## src/source/cnn_geometry_pkg.sv

```systemverilog
`default_nettype none

package cnn_geometry_pkg;

    // input image, square
    localparam int IMG_W    = 8;
    localparam int PIXEL_W  = 32;

    // binary kernels, one per output channel
    localparam int KERNEL_W = 5;
    localparam int CHANNELS = 6;

    // valid convolution, no padding
    localparam int OUT_W = IMG_W - KERNEL_W + 1;

    localparam int KERNEL_TAPS  = KERNEL_W * KERNEL_W;
    localparam int WEIGHT_COUNT = CHANNELS * KERNEL_TAPS;    // weight bits per run
    localparam int PIXEL_COUNT  = IMG_W * IMG_W;
    localparam int RESULT_COUNT = OUT_W * OUT_W;

    // counter widths
    localparam int WEIGHT_CNT_W = $clog2(WEIGHT_COUNT);
    localparam int PIXEL_CNT_W  = $clog2(PIXEL_COUNT);
    localparam int RESULT_CNT_W = $clog2(RESULT_COUNT);
    localparam int POS_W        = $clog2(IMG_W);           // row / column index

endpackage

`default_nettype wire

```

## src/source/cnn_types_pkg.sv

```systemverilog
`default_nettype none

package cnn_types_pkg;

    import cnn_geometry_pkg::*;

    // pixels and channel sums share one signed word
    typedef logic signed [PIXEL_W-1:0] pixel_t;

    // 5x5 window, row-major, tap 0 is the top-left pixel
    typedef pixel_t [KERNEL_TAPS-1:0] window_t;

    // bit c*25+k is channel c, tap k
    typedef logic [WEIGHT_COUNT-1:0] kernel_bank_t;

    typedef struct packed {
        logic   valid;
        pixel_t pixel;
    } pixel_beat_t;

    typedef struct packed {
        logic    valid;
        window_t window;
    } window_beat_t;

    // channel 0 in the low word
    typedef pixel_t [CHANNELS-1:0] result_t;

    typedef enum logic [2:0] {
        PH_IDLE,
        PH_LOAD_WEIGHTS,
        PH_STREAM_IMAGE,
        PH_DRAIN,
        PH_DONE
    } seq_phase_e;

endpackage

`default_nettype wire

```

## src/source/kernel_store.sv

```systemverilog
`timescale 1ns/1ps
`default_nettype none

module kernel_store (
    input  logic                        clk,
    input  logic                        rstn,
    input  logic                        weight_accept,
    input  logic                        weight_bit,
    output cnn_types_pkg::kernel_bank_t kernels
);
    import cnn_geometry_pkg::*;

    // bits enter at the top and move down one place per beat, so the
    // first weight of a 150-bit load ends up in bit 0 (channel 0, tap 0)
    always_ff @(posedge clk or negedge rstn) begin
        if (!rstn) begin
            kernels <= '0;
        end else if (weight_accept) begin
            kernels <= {weight_bit, kernels[WEIGHT_COUNT-1:1]};
        end
    end

endmodule

`default_nettype wire

```

## config.mk

```make
export PLATFORM = sky130hd
export DESIGN_NAME = kernel_store
export DESIGN_NICKNAME = d
export VERILOG_FILES = /design/src/source/cnn_geometry_pkg.sv /design/src/source/cnn_types_pkg.sv /design/src/source/kernel_store.sv
export SDC_FILE = /design/constraint.sdc
export NUM_CORES = 1
export LEC_CHECK = 0
export BUFFER_PORTS_ARGS = -buffer_cell sky130_fd_sc_hd__buf_2
export CAP_MARGIN = 20
export CORE_MARGIN = 8
export CORE_UTILIZATION = 57
export CTS_CLUSTER_SIZE = 12
export DETAILED_ROUTE_END_ITERATION = 8
export GPL_ROUTABILITY_DRIVEN = 0
export PLACE_DENSITY = 0.85
export REMOVE_ABC_BUFFERS = 1
export SLEW_MARGIN = 25
export SYNTH_ARGS = -nofsm -noshare
export SYNTH_HDL_FRONTEND = slang
export SYNTH_SLANG_ARGS = --single-unit
```

## constraint.sdc

```tcl
create_clock -name clk -period 1.5 [get_ports clk]
set_input_delay 0.075 -clock clk [delete_from_list [all_inputs] [get_ports clk]]
set_output_delay 0.075 -clock clk [all_outputs]
set_load 0.01 [all_outputs]
```

==> impl_metrics.ini <==
[yosys]
yosys_warnings = 0
netlist_area_mm2 = 0.00598
syn_inst = 317
synth_cell_types = 6
syn_area_per_cell_um2 = 18.9
ys_ff_latch = 150
synth_seq_area_share_pct = 62.7

[worst_setup_path]
path_max_fanout = 3
crit_family = flip-flops
r2r_end = kernels[84]
cp_num_cells = 1
startpoint_type = flop
crit_chain = buf_2
startpoint = kernels[116]
critical_path_buf_inv_count = 1
crit_slowest_cell = dfrtp_1
endpoint = kernels[116]
rr_startpoint = kernels[84]
reg2reg_slack_ns = 0.68
cp.arrival_ns = 1.10
ff2ff_path_depth = 1
endpoint_kind = output port
path_class = reg2out
critPathMaxStageDelay_ns = 0.42
required_ns = 1.42

[sta]
rsz0062_at_grt = false
hold_slack_ns = 0.0239
fin_crit_ns = 1.17
timing.final.crit_share_pct = 78.2
setup_viol = 0
max_freq_mhz = 853
worst_slack_ns = 0.328
final_max_slew_viol_count = 0
maxSlewHeadroom_pct = 75.3
worst_pin_slew_ns = 0.370
setup_tns_ns = 0
final.setup_skew_ns = 0.00575
hold_violations = 0

[placement]
place_hpwl_mm = 8.46
io_buffers = 153
dp_worst_setup_slack_ns = 0.355
postPlaceCellArea_mm2 = 0.00693

[die]
coreArea_mm2 = 0.0103
io_pins = 154
initial_utilization_pct = 58.2
die_w_um = 118
dieArea_mm2 = 0.0140
die_h_um = 118
placementRows = 37

[pwr]
power_w = 0.0102
p_comb_share_pct = 13.3
power.internal_w = 0.00781
power.share.sequential_pct = 45.9
pwr-share-clk_pct = 40.8
p_per_area_mw_per_mm2 = 1360
p_leak_nw = 4.31
ir_drop_v = 0.00111
netSwitchingFraction_pct = 23.6
p_switching_w = 0.00241

[layout]
final_common_cell = buf_2
final_cell_area_mm2 = 0.00754
final_layout_size_suffix_gt1_share_pct = 69.2
top_regs = kernels x150
final_net_count = 488
antenna_cells = 0
syn_to_final_growth_pct = 26.0
largest_reg_flops = 150
largest_register = kernels
final_cell_mix = buf_2, dfrtp_1, mux2_4, mux2_2, clkbuf_16

[run]
cap_violations = 0

[global_route]
grt_overflow = 0
grt_pass1_wl_mm = 20.3
grt_usage_pct = 18.2
grt_max_degree = 45
antenna_found_initial = 0
grt_pass1_vias = 3706

[detailed_routing]
wl_per_cell_um = 19.2
first_iter_violations = 157
drt-total-wl_mm = 12.1
route.detailed.drc = 0
dr.pass1.iters = 4
vias = 3231
post_drt_via_cell_ratio = 5.11
ant_nets = 0

[clocking]
clock_sinks = 150
htreeDepth = 4
clock_latency_ns = 0.52
cts_buffers = 17
post_cts_buffers = 0
cts_root_buffer = clkbuf_8
path_clk_slew_ns = 0.06
cts_buffer_depth = 2
cts_tree = built

[worst_hold_path]
hp-class = in2async

[status]
outcome = completed
## timing repair
action,in CTS,in global routing
gates resized for setup,0,0
hold buffers,2,0
endpoints found under the hold margin,151,0
setup endpoints to repair,0,0
## per-layer routing
metal | part of all wire (%) | routed length [um] | up-vias | global-route usage (%)
met1 | 42 | 5090 | 1661 | 22.1
met2 | 49 | 5920 | 110 | 28.0
met5 | 0 | 0 | - | 0
met4 | 1.2 | 148 | 0 | 7.11
met3 | 7.8 | 945 | 15 | 8.19
li1 | - | - | 1445 | -
## worst min-delay path by stage
stage / end / depth (start not counted) / start
floorplan: kernels[0] / 0 / rstn
CTS: kernels[131] / 2 / weight_accept
finish: kernels[140] / 2 / rstn
global route: kernels[133] / 2 / weight_accept
global placement: kernels[135] / 1 / rstn
detailed placement: kernels[135] / 1 / rstn
## cell families after synthesis
logic type | Yosys count | share of synthesized area, %
multiplexers | 150 | 34.5
flip-flops | 150 | 62.7
buffers and inverters | 17 | 2.74
## through the flow
step | std cells | utilization, %
global route | 632 | 73.4
floorplan | 300 | -
detailed placement | 599 | 67.4
CTS | 632 | 73.4
finish | 632 | 73.4
global placement | 599 | 67.4
## power by group through the flow
| stage | logic [W] | registers, W | clock network, W |
|---|---|---|---|
| floorplan | 0.000569 | 0.00485 | 0 |
| global placement | 0.00137 | 0.00471 | 0 |
| detailed placement | 0.00139 | 0.00475 | 0 |
| CTS | 0.00140 | 0.00469 | 0.00426 |
| global route | 0.00147 | 0.00474 | 0.00444 |
| finish | 0.00136 | 0.00469 | 0.00417 |
## cell usage after synthesis
cell type  number  area, um2
buf_2           5       25.0
buf_6          11        124
buf_8           1       15.0
dfrtp_1       150       3750
mux2_2         50        563
mux2_4        100       1500
## final cells by class
class                      count  area [um2]
clock inverter                10         128
timing repair buffer         165         963
multi-input combinational    150        2060
tap                          136         170
clock buffer                  21         459
fill                         676        2740
sequential                   150        3750
Power figures use the tool's default switching activity.
