### config.mk
export PLATFORM = sky130hd
export DESIGN_NAME = window_buffer
export DESIGN_NICKNAME = d
export VERILOG_FILES = /design/src/source/cnn_geometry_pkg.sv /design/src/source/cnn_types_pkg.sv /design/src/source/window_buffer.sv
export SDC_FILE = /design/constraint.sdc
export NUM_CORES = 1
export LEC_CHECK = 0
export BUFFER_PORTS_ARGS = -buffer_cell sky130_fd_sc_hd__buf_2
export CAP_MARGIN = 10
export CORE_ASPECT_RATIO = 1.4
export CORE_MARGIN = 5
export CORE_UTILIZATION = 40
export DETAILED_ROUTE_END_ITERATION = 8
export MAX_ROUTING_LAYER = met4
export PLACE_DENSITY = 0.56
export RECOVER_POWER = 100
export SLEW_MARGIN = 40
export SYNTH_ARGS = -nofsm -noshare
export SYNTH_HDL_FRONTEND = slang
export SYNTH_SLANG_ARGS = --single-unit
### constraint.sdc
create_clock -name clk -period 17.35 [get_ports clk]
set_clock_uncertainty 0.05 [all_clocks]
set_input_delay 2.6025 -clock clk [delete_from_list [all_inputs] [get_ports clk]]
set_output_delay 2.6025 -clock clk [all_outputs]
set_load 0.02 [all_outputs]
### src/source/cnn_geometry_pkg.sv
`default_nettype none

package cnn_geometry_pkg;

    // input image, square
    localparam int IMG_W    = 8;
    localparam int PIXEL_W  = 32;

    // binary kernels, one per output channel
    localparam int KERNEL_W = 5;
    localparam int CHANNELS = 6;

    // valid convolution, no padding
    localparam int OUT_W = IMG_W - KERNEL_W + 1;

    localparam int KERNEL_TAPS  = KERNEL_W * KERNEL_W;
    localparam int WEIGHT_COUNT = CHANNELS * KERNEL_TAPS;    // weight bits per run
    localparam int PIXEL_COUNT  = IMG_W * IMG_W;
    localparam int RESULT_COUNT = OUT_W * OUT_W;

    // counter widths
    localparam int WEIGHT_CNT_W = $clog2(WEIGHT_COUNT);
    localparam int PIXEL_CNT_W  = $clog2(PIXEL_COUNT);
    localparam int RESULT_CNT_W = $clog2(RESULT_COUNT);
    localparam int POS_W        = $clog2(IMG_W);           // row / column index

endpackage

`default_nettype wire

### src/source/cnn_types_pkg.sv
`default_nettype none

package cnn_types_pkg;

    import cnn_geometry_pkg::*;

    // pixels and channel sums share one signed word
    typedef logic signed [PIXEL_W-1:0] pixel_t;

    // 5x5 window, row-major, tap 0 is the top-left pixel
    typedef pixel_t [KERNEL_TAPS-1:0] window_t;

    // bit c*25+k is channel c, tap k
    typedef logic [WEIGHT_COUNT-1:0] kernel_bank_t;

    typedef struct packed {
        logic   valid;
        pixel_t pixel;
    } pixel_beat_t;

    typedef struct packed {
        logic    valid;
        window_t window;
    } window_beat_t;

    // channel 0 in the low word
    typedef pixel_t [CHANNELS-1:0] result_t;

    typedef enum logic [2:0] {
        PH_IDLE,
        PH_LOAD_WEIGHTS,
        PH_STREAM_IMAGE,
        PH_DRAIN,
        PH_DONE
    } seq_phase_e;

endpackage

`default_nettype wire

### src/source/window_buffer.sv
`timescale 1ns/1ps
`default_nettype none

module window_buffer (
    input  logic                        clk,
    input  logic                        rstn,
    input  cnn_types_pkg::pixel_beat_t  pixel_beat,
    output cnn_types_pkg::window_beat_t window_beat
);
    import cnn_geometry_pkg::*;
    import cnn_types_pkg::*;

    // line_buf[j] holds image row (row - 1 - j)
    pixel_t                  line_buf [KERNEL_W-1][IMG_W];
    pixel_t [KERNEL_W-1:0]   col_vec;
    window_t                 window_q;
    logic                    win_valid_q;
    logic [POS_W-1:0]        row;
    logic [POS_W-1:0]        col;
    logic                    col_last;
    logic                    win_complete;

    assign col_last     = (col == POS_W'(IMG_W - 1));
    assign win_complete = (row >= POS_W'(KERNEL_W - 1)) && (col >= POS_W'(KERNEL_W - 1));

    // new window column, oldest row on top
    always_comb begin
        for (int r = 0; r < KERNEL_W - 1; r++) begin
            col_vec[r] = line_buf[KERNEL_W-2-r][col];
        end
        col_vec[KERNEL_W-1] = pixel_beat.pixel;
    end

    always_ff @(posedge clk) begin
        if (pixel_beat.valid) begin
            line_buf[0][col] <= pixel_beat.pixel;
            for (int j = 1; j < KERNEL_W - 1; j++) begin
                line_buf[j][col] <= line_buf[j-1][col];
            end
            // shift left, new column in on the right
            for (int r = 0; r < KERNEL_W; r++) begin
                for (int c = 0; c < KERNEL_W - 1; c++) begin
                    window_q[r*KERNEL_W+c] <= window_q[r*KERNEL_W+c+1];
                end
                window_q[r*KERNEL_W+KERNEL_W-1] <= col_vec[r];
            end
        end
    end

    always_ff @(posedge clk or negedge rstn) begin
        if (!rstn) begin
            row         <= '0;
            col         <= '0;
            win_valid_q <= 1'b0;
        end else begin
            win_valid_q <= pixel_beat.valid && win_complete;
            if (pixel_beat.valid) begin
                col <= col_last ? '0 : col + 1'b1;
                if (col_last)
                    row <= (row == POS_W'(IMG_W - 1)) ? '0 : row + 1'b1;  // back to 0,0
            end
        end
    end

    assign window_beat.valid  = win_valid_q;
    assign window_beat.window = window_q;

endmodule

`default_nettype wire
==> results by group <==
Finish
  – Growth of design area from synthesis to finish: 17.76%
  – Final Net Count: 3,914
  – Leading cell type in the layout, fill and taps excluded: edfxtp_1
  – Filler instances: 13,660
  – Reg area: 54,950 µm²
  – Area used by multi-input combinational logic: 7923 µm²
  – Commonest non-fill, non-tap cells in the layout: edfxtp_1, clkbuf_1, mux2_2, a22oi_1, clkbuf_16
  – Share of layout cells above drive strength 1: 15.89%

Clock network
  – Cells resized by post-CTS repair: 0
  – Root cell of the clock tree: clkbuf_16
  – Insertion delay to the later sink of the worst-skew pair: 0.81 ns
  – Post-CTS Repair Setup Buffers: 0
  – Clk sink count: 1,831
  – Hold_buf cts: 0
  – CTS buffer count: 172
  – Clk pin slew, worst setup/hold paths: 0.06 ns
  – H-tree levels: 4
  – Clock buffer depth: 3
  – CTS tree: yes

STA
  – Tcrit/Tclk final: 62.81%
  – Final hold vios: 0
  – Worst setup margin: 6.453 ns
  – Final Setup Violations: 0
  – Max-slew headroom: -201.3%
  – Slew of the pin with the lowest slew margin: 4.519 ns
  – Final Slew Violations: 1,729
  – F_max: 91.77 MHz
  – Unrepaired setup endpoints after global routing: no
  – Setup TNS Final: 0 ns
  – Minimum clock period after layout: 10.90 ns
  – Final hold slack: 0.3875 ns

Synthesis
  – Synth Net Count: 2,927
  – Count of different cell masters after synthesis: 41
  – Seq/Total Area, Yosys: 86.43%
  – Top flip-flop cell by instance count after synthesis: edfxtp_1
  – Flops & latches, synth: 1,831
  – Fraction of registers with async set or reset after synthesis: 0.3823%
  – Cell count after synthesis: 2,888
  – Post-Synthesis Cell Area: 63,580 µm²
  – Number of synthesized flops with an enable pin: 1,824
  – Mean area per synthesized cell: 22.01 µm²
  – Yosys warnings: 0

Floorplanning
  – Die extent in y: 481.7 µm
  – Initial Util: 40.12%
  – Die W: 346.9 µm
  – I/O pin count: 836
  – Placement Rows: 173
  – Core region area: 158,400 µm²
  – Die footprint: 167,100 µm²

Worst setup path
  – Arrival time of data at the critical path endpoint: 11.16 ns
  – Max stage delay cell, worst path: clkbuf_1
  – Type of element capturing the critical path: register
  – Stage delay of the slowest cell on the critical path: 2.71 ns
  – Crit path buf inv count: 3
  – Crit path max fanout: 51
  – Crit-path most repeated cell: clkbuf_1
  – Top Family by Delay on Critical Path: buffers and inverters
  – Required time at the endpoint of the critical path: 17.61 ns
  – Worst Path Class, Setup: in -> reg
  – Kind of launch point of the worst setup path: input pin
  – Critical path, cell by cell: clkbuf_1, clkbuf_1, and3_1, clkbuf_1

Detailed routing
  – Number of remaining DRC errors: 0
  – Vias per cell: 5.150
  – Aggregate routed wire length: 150.6 mm
  – ANT nets after route: 0
  – Initial DRC Count: 2,283
  – Drt first pass iters: 5
  – Average wire per standard cell: 24.62 µm
  – Via total after detailed routing: 31,510

GRT
  – Leftover overflow at the end of global routing: 0
  – GRT Resource Usage Total: 17.90%
  – First-pass GRT wire length: 217.7 mm
  – Initial antenna violation count: 4
  – Pin count of the biggest net entering global routing: 155
  – Vias in the first global route: 32,220

Run
  – Number of maximum-capacitance constraint violations: 38

Run status
  – Status: finished, violations left
  – Violations in the final reports: max-capacitance violations, max-slew violations

Pwr
  – Total leakage power: 23.71 nW
  – Maximum vdd ir drop: 0.0001301 V
  – Areal power density over the cells: 176.1 nW/µm²
  – Total power consumption of the routed design: 13.18 mW

Placement
  – Half-perimeter wire length of the detailed placement result: 87.71 mm
  – DP Worst Slack: 10.94 ns
  – GP Congestion: 0.7582
  – # port buffers: 835

Worst hold path
  – Worst min-delay path category: reg -> reg
[state kept, by name, summed over array words and instances, names as in the netlist]
signal / flops
window_beat: 800
col: 3
row: 3
line_buf: 1024
win_valid_q: 1
[power breakdown]
group | internal (mW) | switching (mW) | leakage [nW]
Combinational | 0.749 | 2.07 | 3.65
Clock | 2.14 | 1.63 | 2.75
Sequential | 6.23 | 0.369 | 17.3
[layer usage]
layer  routed length, µm  vias up  track usage (%)
met5                   0        -                -
met4                2987        0            4.623
met3                9470      200            3.840
met2               75530     1039            29.53
met1               62650    16520            22.79
li1                    -    13750                -
[synth_stat cells, drive strengths merged, types with 2 or more instances]
master / instances / area share (%)
nand2b: 2 / 0.020
nor2: 7 / 0.045
mux2i: 4 / 0.063
buf: 85 / 0.86
ha: 4 / 0.079
clkbuf: 45 / 0.27
nand3: 2 / 0.016
and3: 3 / 0.030
inv: 3 / 0.018
o211ai: 119 / 1.4
nand2: 139 / 0.82
o21ai: 5 / 0.039
a221oi: 2 / 0.028
nor2b: 3 / 0.030
mux2: 364 / 6.4
a31oi: 2 / 0.020
edfxtp: 1824 / 86
a22oi: 241 / 2.8
dfrtp: 7 / 0.28
mux4: 10 / 0.35
nor3: 5 / 0.047
[metrics by stage]
step	instances	utilization [%]	area, µm²
2_1_floorplan	2888	-	63580
3_3_place_gp	5747	44.31	70210
3_5_place_dp	5770	44.47	70470
4_1_cts	6084	48.03	76100
5_1_grt	6117	47.25	74860
6_report	6119	47.25	74870
[layout make-up]
type | instances | share of cell area [%]
diodes | 4 | 0.01337
multi-input cells | 923 | 10.58
well taps | 2100 | 3.510
clock inverters | 113 | 1.482
clock buffers | 201 | 6.037
repair buffers | 943 | 4.955
flip-flops and latches | 1831 | 73.40
inverters | 4 | 0.02006
[final timing paths]
path,start,to,slack [ns],depth (start not counted)
setup / recovery,pixel_beat[32],line_buf[3][181],6.45,4
max in group asynchronous,rstn,col[2],14.99,1
hold / removal,window_beat[516],window_beat[484],0.39,0
hold reg to reg,window_beat[516],window_beat[484],0.39,0
setup reg to reg,col[1],line_buf[2][44],7.11,6
min in group asynchronous,rstn,row[1],1.76,1
[cells by family (layout without fill, tap and decap cells)]
| family | count (synthesis) | count (layout) | synth area share [%] |
|---|---|---|---|
| flops | 1831 | 1831 | 86.43 |
| mux | 378 | 378 | 6.865 |
| compound gates | 377 | 377 | 4.438 |
| simple gates | 164 | 164 | 1.043 |
| buf+inv | 134 | 1261 | 1.147 |
| fa+ha+maj | 4 | 4 | 0.07872 |
| other cells | 0 | 4 | 0 |
Note: power is estimated with default switching activity, not from simulation.
