## config.mk

```make
export PLATFORM = sky130hd
export DESIGN_NAME = cnn_sequencer
export DESIGN_NICKNAME = d
export VERILOG_FILES = /design/src/source/cnn_geometry_pkg.sv /design/src/source/cnn_types_pkg.sv /design/src/source/cnn_sequencer.sv
export SDC_FILE = /design/constraint.sdc
export NUM_CORES = 1
export LEC_CHECK = 0
export ABC_AREA = 1
export BUFFER_PORTS_ARGS = -buffer_cell sky130_fd_sc_hd__buf_2
export CAP_MARGIN = 20
export CORE_UTILIZATION = 45
export DETAILED_ROUTE_END_ITERATION = 8
export PLACE_DENSITY = 0.79
export SYNTH_ARGS = -nofsm -noshare
export SYNTH_HDL_FRONTEND = slang
export SYNTH_SLANG_ARGS = --single-unit
```

## constraint.sdc

```tcl
create_clock -name clk -period 1.6 [get_ports clk]
set_clock_uncertainty 0.1 [all_clocks]
set_input_delay 0.08 -clock clk [delete_from_list [all_inputs] [get_ports clk]]
set_output_delay 0.08 -clock clk [all_outputs]
set_load 0.02 [all_outputs]
```

## src/source/cnn_geometry_pkg.sv

```systemverilog
`default_nettype none

package cnn_geometry_pkg;

    // input image, square
    localparam int IMG_W    = 8;
    localparam int PIXEL_W  = 32;

    // binary kernels, one per output channel
    localparam int KERNEL_W = 5;
    localparam int CHANNELS = 6;

    // valid convolution, no padding
    localparam int OUT_W = IMG_W - KERNEL_W + 1;

    localparam int KERNEL_TAPS  = KERNEL_W * KERNEL_W;
    localparam int WEIGHT_COUNT = CHANNELS * KERNEL_TAPS;    // weight bits per run
    localparam int PIXEL_COUNT  = IMG_W * IMG_W;
    localparam int RESULT_COUNT = OUT_W * OUT_W;

    // counter widths
    localparam int WEIGHT_CNT_W = $clog2(WEIGHT_COUNT);
    localparam int PIXEL_CNT_W  = $clog2(PIXEL_COUNT);
    localparam int RESULT_CNT_W = $clog2(RESULT_COUNT);
    localparam int POS_W        = $clog2(IMG_W);           // row / column index

endpackage

`default_nettype wire

```

## src/source/cnn_types_pkg.sv

```systemverilog
`default_nettype none

package cnn_types_pkg;

    import cnn_geometry_pkg::*;

    // pixels and channel sums share one signed word
    typedef logic signed [PIXEL_W-1:0] pixel_t;

    // 5x5 window, row-major, tap 0 is the top-left pixel
    typedef pixel_t [KERNEL_TAPS-1:0] window_t;

    // bit c*25+k is channel c, tap k
    typedef logic [WEIGHT_COUNT-1:0] kernel_bank_t;

    typedef struct packed {
        logic   valid;
        pixel_t pixel;
    } pixel_beat_t;

    typedef struct packed {
        logic    valid;
        window_t window;
    } window_beat_t;

    // channel 0 in the low word
    typedef pixel_t [CHANNELS-1:0] result_t;

    typedef enum logic [2:0] {
        PH_IDLE,
        PH_LOAD_WEIGHTS,
        PH_STREAM_IMAGE,
        PH_DRAIN,
        PH_DONE
    } seq_phase_e;

endpackage

`default_nettype wire

```

## src/source/cnn_sequencer.sv

```systemverilog
`timescale 1ns/1ps
`default_nettype none

module cnn_sequencer (
    input  logic                       clk,
    input  logic                       rstn,
    input  logic                       start_cnn,
    input  logic                       weight_tvalid,
    input  logic                       image_tvalid,
    input  cnn_types_pkg::pixel_t      image_tdata,
    input  logic                       result_valid,
    output logic                       weight_tready,
    output logic                       image_tready,
    output logic                       weight_accept,
    output cnn_types_pkg::pixel_beat_t pixel_beat,
    output logic                       cnn_done
);
    import cnn_geometry_pkg::*;
    import cnn_types_pkg::*;

    seq_phase_e              phase;
    logic                    start_q1;
    logic                    start_q2;
    logic                    start_rise;
    logic                    pixel_accept;
    logic [WEIGHT_CNT_W-1:0] weight_cnt;
    logic [PIXEL_CNT_W-1:0]  pixel_cnt;
    logic [RESULT_CNT_W-1:0] result_cnt;
    logic                    weight_last;
    logic                    pixel_last;
    logic                    result_last;

    assign start_rise = start_q1 & ~start_q2;

    assign weight_tready = (phase == PH_LOAD_WEIGHTS);
    assign image_tready  = (phase == PH_STREAM_IMAGE);
    assign cnn_done      = (phase == PH_DONE);

    assign weight_accept = weight_tvalid & weight_tready;
    assign pixel_accept  = image_tvalid & image_tready;

    assign pixel_beat.valid = pixel_accept;
    assign pixel_beat.pixel = image_tdata;

    assign weight_last = (weight_cnt == WEIGHT_CNT_W'(WEIGHT_COUNT - 1));
    assign pixel_last  = (pixel_cnt == PIXEL_CNT_W'(PIXEL_COUNT - 1));
    assign result_last = (result_cnt == RESULT_CNT_W'(RESULT_COUNT - 1));

    always_ff @(posedge clk or negedge rstn) begin
        if (!rstn) begin
            start_q1 <= 1'b0;
            start_q2 <= 1'b0;
        end else begin
            start_q1 <= start_cnn;
            start_q2 <= start_q1;
        end
    end

    always_ff @(posedge clk or negedge rstn) begin
        if (!rstn) begin
            phase <= PH_IDLE;
        end else begin
            case (phase)
                PH_IDLE:         if (start_rise) phase <= PH_LOAD_WEIGHTS;  // edges mid-run ignored
                PH_LOAD_WEIGHTS: if (weight_accept && weight_last) phase <= PH_STREAM_IMAGE;
                PH_STREAM_IMAGE: if (pixel_accept && pixel_last) phase <= PH_DRAIN;
                PH_DRAIN:        if (result_valid && result_last) phase <= PH_DONE;
                default:         phase <= PH_IDLE;
            endcase
        end
    end

    // counters wrap on their last beat, so each run starts from zero
    always_ff @(posedge clk or negedge rstn) begin
        if (!rstn) begin
            weight_cnt <= '0;
            pixel_cnt  <= '0;
            result_cnt <= '0;
        end else begin
            if (weight_accept)
                weight_cnt <= weight_last ? '0 : weight_cnt + 1'b1;
            if (pixel_accept)
                pixel_cnt <= pixel_last ? '0 : pixel_cnt + 1'b1;
            if (result_valid)
                result_cnt <= result_last ? '0 : result_cnt + 1'b1;
        end
    end

endmodule

`default_nettype wire

```

==> results.json, run 1 <==
{
  "status": "finished clean",
  "critPathCaptureType": "output port",
  "cts_tree": "done",
  "setup_viol": 0,
  "drc_errors": 0,
  "pwr_density_cell_nw_per_um2": 1700,
  "syn_area_um2": 1490,
  "reg2reg_from": "weight_cnt[1]$_DFFE_PN0P_",
  "grt_pass1_wl_um": 4040,
  "vdd_ir_drop_max_mv": 0.394,
  "worst_slew_pin_slew_ns": 0.513,
  "p_leak_nw": 0.773,
  "avgSynthCellArea_um2": 8.23,
  "die_y_um": 59.5,
  "synthDistinctLibCells": 23,
  "cts-root-buf": "clkbuf_4",
  "wl_um": 2460,
  "yosysSeqAreaShare_pct": 38.6,
  "die-area_um2": 3550,
  "clkTransAtPathRegs_ns": 0.12,
  "cp_slowest_cell": "dfrtp_1",
  "n_antenna_cell": 0,
  "synth_cells": 181,
  "grt_pass1_vias": 997,
  "worstSetupPathType": "flop to output port",
  "cp_cell_sequence": "inv_1 > nand3_2 > nor2_4 > buf_4 > buf_4",
  "antenna_found_initial": 0,
  "cp-start-kind": "flop",
  "first_pass_iters": 4,
  "cts.path.max_buffers": 2,
  "io-pin-count": 75,
  "cpMostUsedCell": "buf_4",
  "grt-ovfl-total": 0,
  "clk_latency_ns": 0.31,
  "fp-row-count": 20,
  "rsz0062_at_grt": "yes",
  "die-width_um": 59.5,
  "layout_commonest_cell": "nand2_1",
  "max_slew_margin_pct": 65.8,
  "fillCellCount": 301,
  "critPathMaxStageDelay_ns": 0.41,
  "cts-htree-levels": 1,
  "hpwlAfterDp_um": 1620,
  "setup_tns_ns": 0,
  "min_period_ns": 1.55,
  "layout.nets": 215,
  "start_util_pct": 48.0,
  "port_buffers": 10,
  "grt_use_total_pct": 14.8,
  "most-common-layout-cells": "29 x nand2_1, 26 x inv_1, 21 x dfrtp_1, 12 x nor2_1, 10 x nand3_1",
  "finalCritPeriodShare_pct": 96.7,
  "drive_above_1_share_pct": 23.3,
  "max_freq_ghz": 0.647,
  "vias_per_cell": 4.85,
  "hold_violations": 0,
  "hold_depth": 3,
  "clock_sinks": 23,
  "hold_start": "result_valid",
  "fin_util_pct": 48.0,
  "core_area_um2": 3100,
  "synth.ff_latch_count": 23,
  "path_max_fanout": 8,
  "dr.first_iter.drc_count": 70,
  "r2r_end": "phase[0]$_DFFE_PN0P_",
  "synth_warnings": 0,
  "gp_congestion": 0.801,
  "crit_required_ns": 1.42,
  "avgRoutedWirePerCell_um": 11.4,
  "grt_max_degree": 24,
  "seq_area_um2": 578,
  "cts_inserted_buffers": 3,
  "ant_nets": 0,
  "hold_end": "result_cnt[0]$_DFFE_PN0P_",
  "arrival_ns": 1.37,
  "multi_input_area_um2": 579,
  "hold_path_class": "input pin to flop",
  "rrSetupSlack_ns": 0.07,
  "maxCapViolCount": 0,
  "final_area_um2": 1490,
  "drv_slew": 0,
  "dp_slack_ns": 0.0743,
  "hold_ws_ns": 0.0179,
  "synthToLayoutAreaGrowth_pct": 0.0000671,
  "fin_ws_ns": 0.0533,
  "dr_total_vias": 1048,
  "post_dp_cell_area_um2": 1350,
  "postSynthNetCount": 223,
  "rr_worst_depth": 11
}
through the flow:
| stage | total power [W] | instances |
|---|---|---|
| after floorplan | 0.00194 | 181 |
| after global placement | 0.00203 | 203 |
| after detailed placement | 0.00207 | 203 |
| after CTS | 0.00238 | 211 |
| after global routing | 0.00275 | 216 |
| final | 0.00253 | 216 |
state kept, by name (all words and copies together), names as in the netlist:
| register | count |
|---|---|
| weight_cnt | 8 |
| phase | 3 |
| start_q1 | 1 |
| start_q2 | 1 |
| pixel_cnt | 6 |
| result_cnt | 4 |
where the power goes:
part / internal, W / switching (W)
sequential: 0.000817 / 0.000225
combinational: 0.000520 / 0.000694
clock: 0.0000972 / 0.000172
metal layers:
| metal | global-route usage (%) | part of all wire, % | up-vias |
|---|---|---|---|
| met5 | 0 | 0 | - |
| li1 | - | - | 515 |
| met2 | 26.0 | 50 | 35 |
| met1 | 16.8 | 42 | 488 |
| met4 | 7.97 | 1.8 | 0 |
| met3 | 2.84 | 6.3 | 10 |
worst max-delay path: cells and delay by family (launching register included):
kind                   cells  cell delay, ns
buffers and inverters      3            0.39
flip-flops                 1            0.41
AND/OR/NAND/NOR            2            0.26
synth_stat cells:
library cell	instances	area, um^2
o21ai_0	5	25.0
xnor2_1	1	8.76
nor2_1	14	52.6
nand2_4	1	11.3
a21oi_1	4	20.0
nand4_1	7	43.8
nand3_1	11	55.1
inv_1	27	101
buf_6	1	11.3
nand3_2	2	20.0
nand2_2	2	12.5
o21ai_1	1	5.00
xor2_1	5	43.8
nor2_4	2	22.5
buf_4	33	248
o21bai_1	1	7.51
nand2_1	30	113
nor2_8	1	20.0
mux2_2	2	22.5
o22ai_1	1	6.26
nor3_1	3	15.0
ha_1	4	50.1
dfrtp_1	23	576
cells by family after synthesis:
family | Yosys count | synth area share, %
flops | 23 | 38.6
fa+ha+maj | 4 | 3.36
xor+xnor | 6 | 3.53
simple gates | 73 | 24.5
buf+inv | 61 | 24.2
mux | 2 | 1.51
compound gates | 12 | 4.28
area by class of cell:
class	count	share of cell area, %
multi-input combinational	97	38.9
sequential	23	38.8
timing repair buffer	21	10.1
inverter	27	6.80
tap	44	3.69
clock buffer	4	1.76
what timing repair did:
item	CTS	global route
endpoints found under the hold margin	24	0
endpoints found under the setup margin	1	5
pin swaps	1	4
resized for setup	1	12
hold buffers	2	0
buffers inserted	2	5
how the worst max path moves through the flow:
stage                                         start              endpoint  slack, ns
after floorplan           weight_cnt[1]$_DFFE_PN0P_  phase[0]$_DFFE_PN0P_       0.21
after global placement    weight_cnt[1]$_DFFE_PN0P_  phase[0]$_DFFE_PN0P_       0.10
after detailed placement  weight_cnt[1]$_DFFE_PN0P_  phase[0]$_DFFE_PN0P_       0.07
after CTS                      phase[2]$_DFFE_PN0P_         weight_accept      0.009
after global routing           phase[2]$_DFFE_PN0P_  phase[0]$_DFFE_PN0P_      -0.03
final                          phase[2]$_DFFE_PN0P_         weight_accept       0.05
Power figures use the tool's default switching activity.
==> run 2: changes to the inputs <==
- CORE_UTILIZATION: 45 -> 47
- CTS_BUF_LIST: default -> sky130_fd_sc_hd__clkbuf_2
- PLACE_DENSITY: 0.79 -> 0.82
==> results.json, run 2 (synthesis results as in run 1) <==
{
  "cp_top_family": "simple AND/OR/NAND/NOR gates",
  "reg2reg_from": "weight_cnt[1]$_DFFE_PN0P_",
  "fin_ws_ns": 0.0420,
  "grt_pass1_wl_um": 3820,
  "cp-start-kind": "flop",
  "p_leak_nw": 0.799,
  "status": "finished clean",
  "pwr_density_cell_nw_per_um2": 1660,
  "dr_total_vias": 1053,
  "n_antenna_cell": 0,
  "grt_pass1_vias": 923,
  "ant_nets": 0,
  "io-pin-count": 75,
  "grt_max_degree": 24,
  "vias_per_cell": 4.76,
  "hpwlAfterDp_um": 1540,
  "clk_latency_ns": 0.32,
  "grt-ovfl-total": 0,
  "seq_area_um2": 578,
  "fillCellCount": 245,
  "finalCritPeriodShare_pct": 97.4,
  "largest_register_ffs": 8,
  "first_pass_iters": 4,
  "setup_viol": 0,
  "cts_inserted_buffers": 3,
  "fp-row-count": 20,
  "critPathMaxStageDelay_ns": 0.45,
  "max_slew_margin_pct": 66.6,
  "dp_slack_ns": 0.0716,
  "rrSetupSlack_ns": 0.04,
  "hold_violations": 0,
  "layout.nets": 220,
  "clock_sinks": 23,
  "critPathCaptureType": "flop",
  "start_util_pct": 49.2,
  "most-common-layout-cells": "29 x nand2_1, 25 x inv_1, 21 x dfrtp_1, 14 x buf_4, 13 x nor2_1",
  "grt_use_total_pct": 14.5,
  "worstSetupPathType": "flop to flop",
  "hold_path_class": "input pin to output port",
  "cts.path.max_buffers": 2,
  "hold_end": "pixel_beat[14]",
  "crit_required_ns": 1.75,
  "hold_depth": 0,
  "cp_cell_sequence": "inv_2 > ha_4 > nand2_1 > inv_1 > nand2_1 > nor2_2 > nand2_2 > nand2_2 > nand3_2 > nand2_1 > nand2_1",
  "synthToLayoutAreaGrowth_pct": 2.77,
  "clkTransAtPathRegs_ns": 0.21,
  "top_regs": "weight_cnt: 8 flops, pixel_cnt: 6 flops, result_cnt: 4 flops",
  "maxCapViolCount": 0,
  "dr.first_iter.drc_count": 55,
  "drv_slew": 0,
  "cts_tree": "done",
  "core_area_um2": 3030,
  "layout_commonest_cell": "nand2_1",
  "arrival_ns": 1.71,
  "die-width_um": 58.3,
  "die-area_um2": 3400,
  "cts-htree-levels": 1,
  "hold_start": "image_tdata[14]",
  "rsz0062_at_grt": "yes",
  "setup_tns_ns": 0,
  "regMostFlops": "weight_cnt",
  "cpMostUsedCell": "nand2_1",
  "port_buffers": 10,
  "rr_worst_depth": 11,
  "gp_congestion": 0.820,
  "antenna_found_initial": 0,
  "die_y_um": 58.3,
  "drc_errors": 0,
  "r2r_end": "phase[0]$_DFFE_PN0P_",
  "vdd_ir_drop_max_mv": 0.392,
  "path_max_fanout": 4,
  "multi_input_area_um2": 584,
  "worst_slew_pin_slew_ns": 0.501,
  "wl_um": 2390,
  "cts-root-buf": "clkbuf_2",
  "avgRoutedWirePerCell_um": 10.8,
  "cp_slowest_cell": "dfrtp_1",
  "path_buf_inv": 2,
  "min_period_ns": 1.56,
  "max_freq_ghz": 0.642,
  "drive_above_1_share_pct": 25.4
}
## run 2: area by class of cell
class	count	share of cell area (%)
multi-input cells	97	38.2
repair buffers	26	12.6
well taps	44	3.59
inverters	27	6.62
clock buffers	4	1.31
flip-flops and latches	23	37.7
## run 2: how the worst max path moves through the flow
stage / startpoint / endpoint / slack, ns / depth (start not counted)
after global routing: weight_cnt[1]$_DFFE_PN0P_ / phase[0]$_DFFE_PN0P_ / -0.04 / 11
after CTS: phase[0]$_DFFE_PN0P_ / pixel_beat[32] / 0.006 / 4
after global placement: weight_cnt[1]$_DFFE_PN0P_ / phase[0]$_DFFE_PN0P_ / 0.10 / 11
after detailed placement: weight_cnt[1]$_DFFE_PN0P_ / phase[0]$_DFFE_PN0P_ / 0.07 / 11
after floorplan: weight_cnt[1]$_DFFE_PN0P_ / phase[0]$_DFFE_PN0P_ / 0.21 / 11
final: weight_cnt[1]$_DFFE_PN0P_ / phase[0]$_DFFE_PN0P_ / 0.04 / 11
## run 2: metrics by stage
| stage | power (W) | hold slack (ns) | cells | util, % | area, um^2 |
|---|---|---|---|---|---|
| 5_1_grt | 0.00276 | 0.0600 | 221 | 50.6 | 1530 |
| 2_1_floorplan | 0.00194 | -0.316 | 181 | - | 1490 |
| 4_1_cts | 0.00238 | 0.0601 | 214 | 47.4 | 1440 |
| 3_5_place_dp | 0.00206 | -0.0175 | 203 | 44.6 | 1350 |
| 6_report | 0.00254 | 0.0600 | 221 | 50.6 | 1530 |
| 3_3_place_gp | 0.00202 | -0.0185 | 203 | 44.6 | 1350 |
## run 2: worst register-to-register path, cell delays in order, from the launching register on
cell and delay, ns:
dfrtp_1 0.45, inv_2 0.10, ha_4 0.13, nand2_1 0.04, inv_1 0.05, nand2_1 0.06, nor2_2 0.16, nand2_2 0.09
nand2_2 0.11, nand3_2 0.07, nand2_1 0.07, nand2_1 0.04
## run 2: report_power, final
part	switching [W]	internal [W]
Clock	0.000165	0.0000662
Combinational	0.000695	0.000574
Sequential	0.000223	0.000816
## run 2: repair_timing
item,4_1_cts,5_1_grt
gates resized for setup,3,12
hold endpoints to repair,28,0
hold buffers,3,0
pin swaps,2,7
setup endpoints to repair,2,6
setup buffers,4,7
## run 2: metal layers
layer | global-route usage, % | routed length, um | share of wire [%]
met5 | 0 | 0 | 0
met4 | 8.84 | 48 | 2.0
met3 | 1.54 | 101 | 4.2
met2 | 23.3 | 1150 | 48
met1 | 18.9 | 1090 | 46
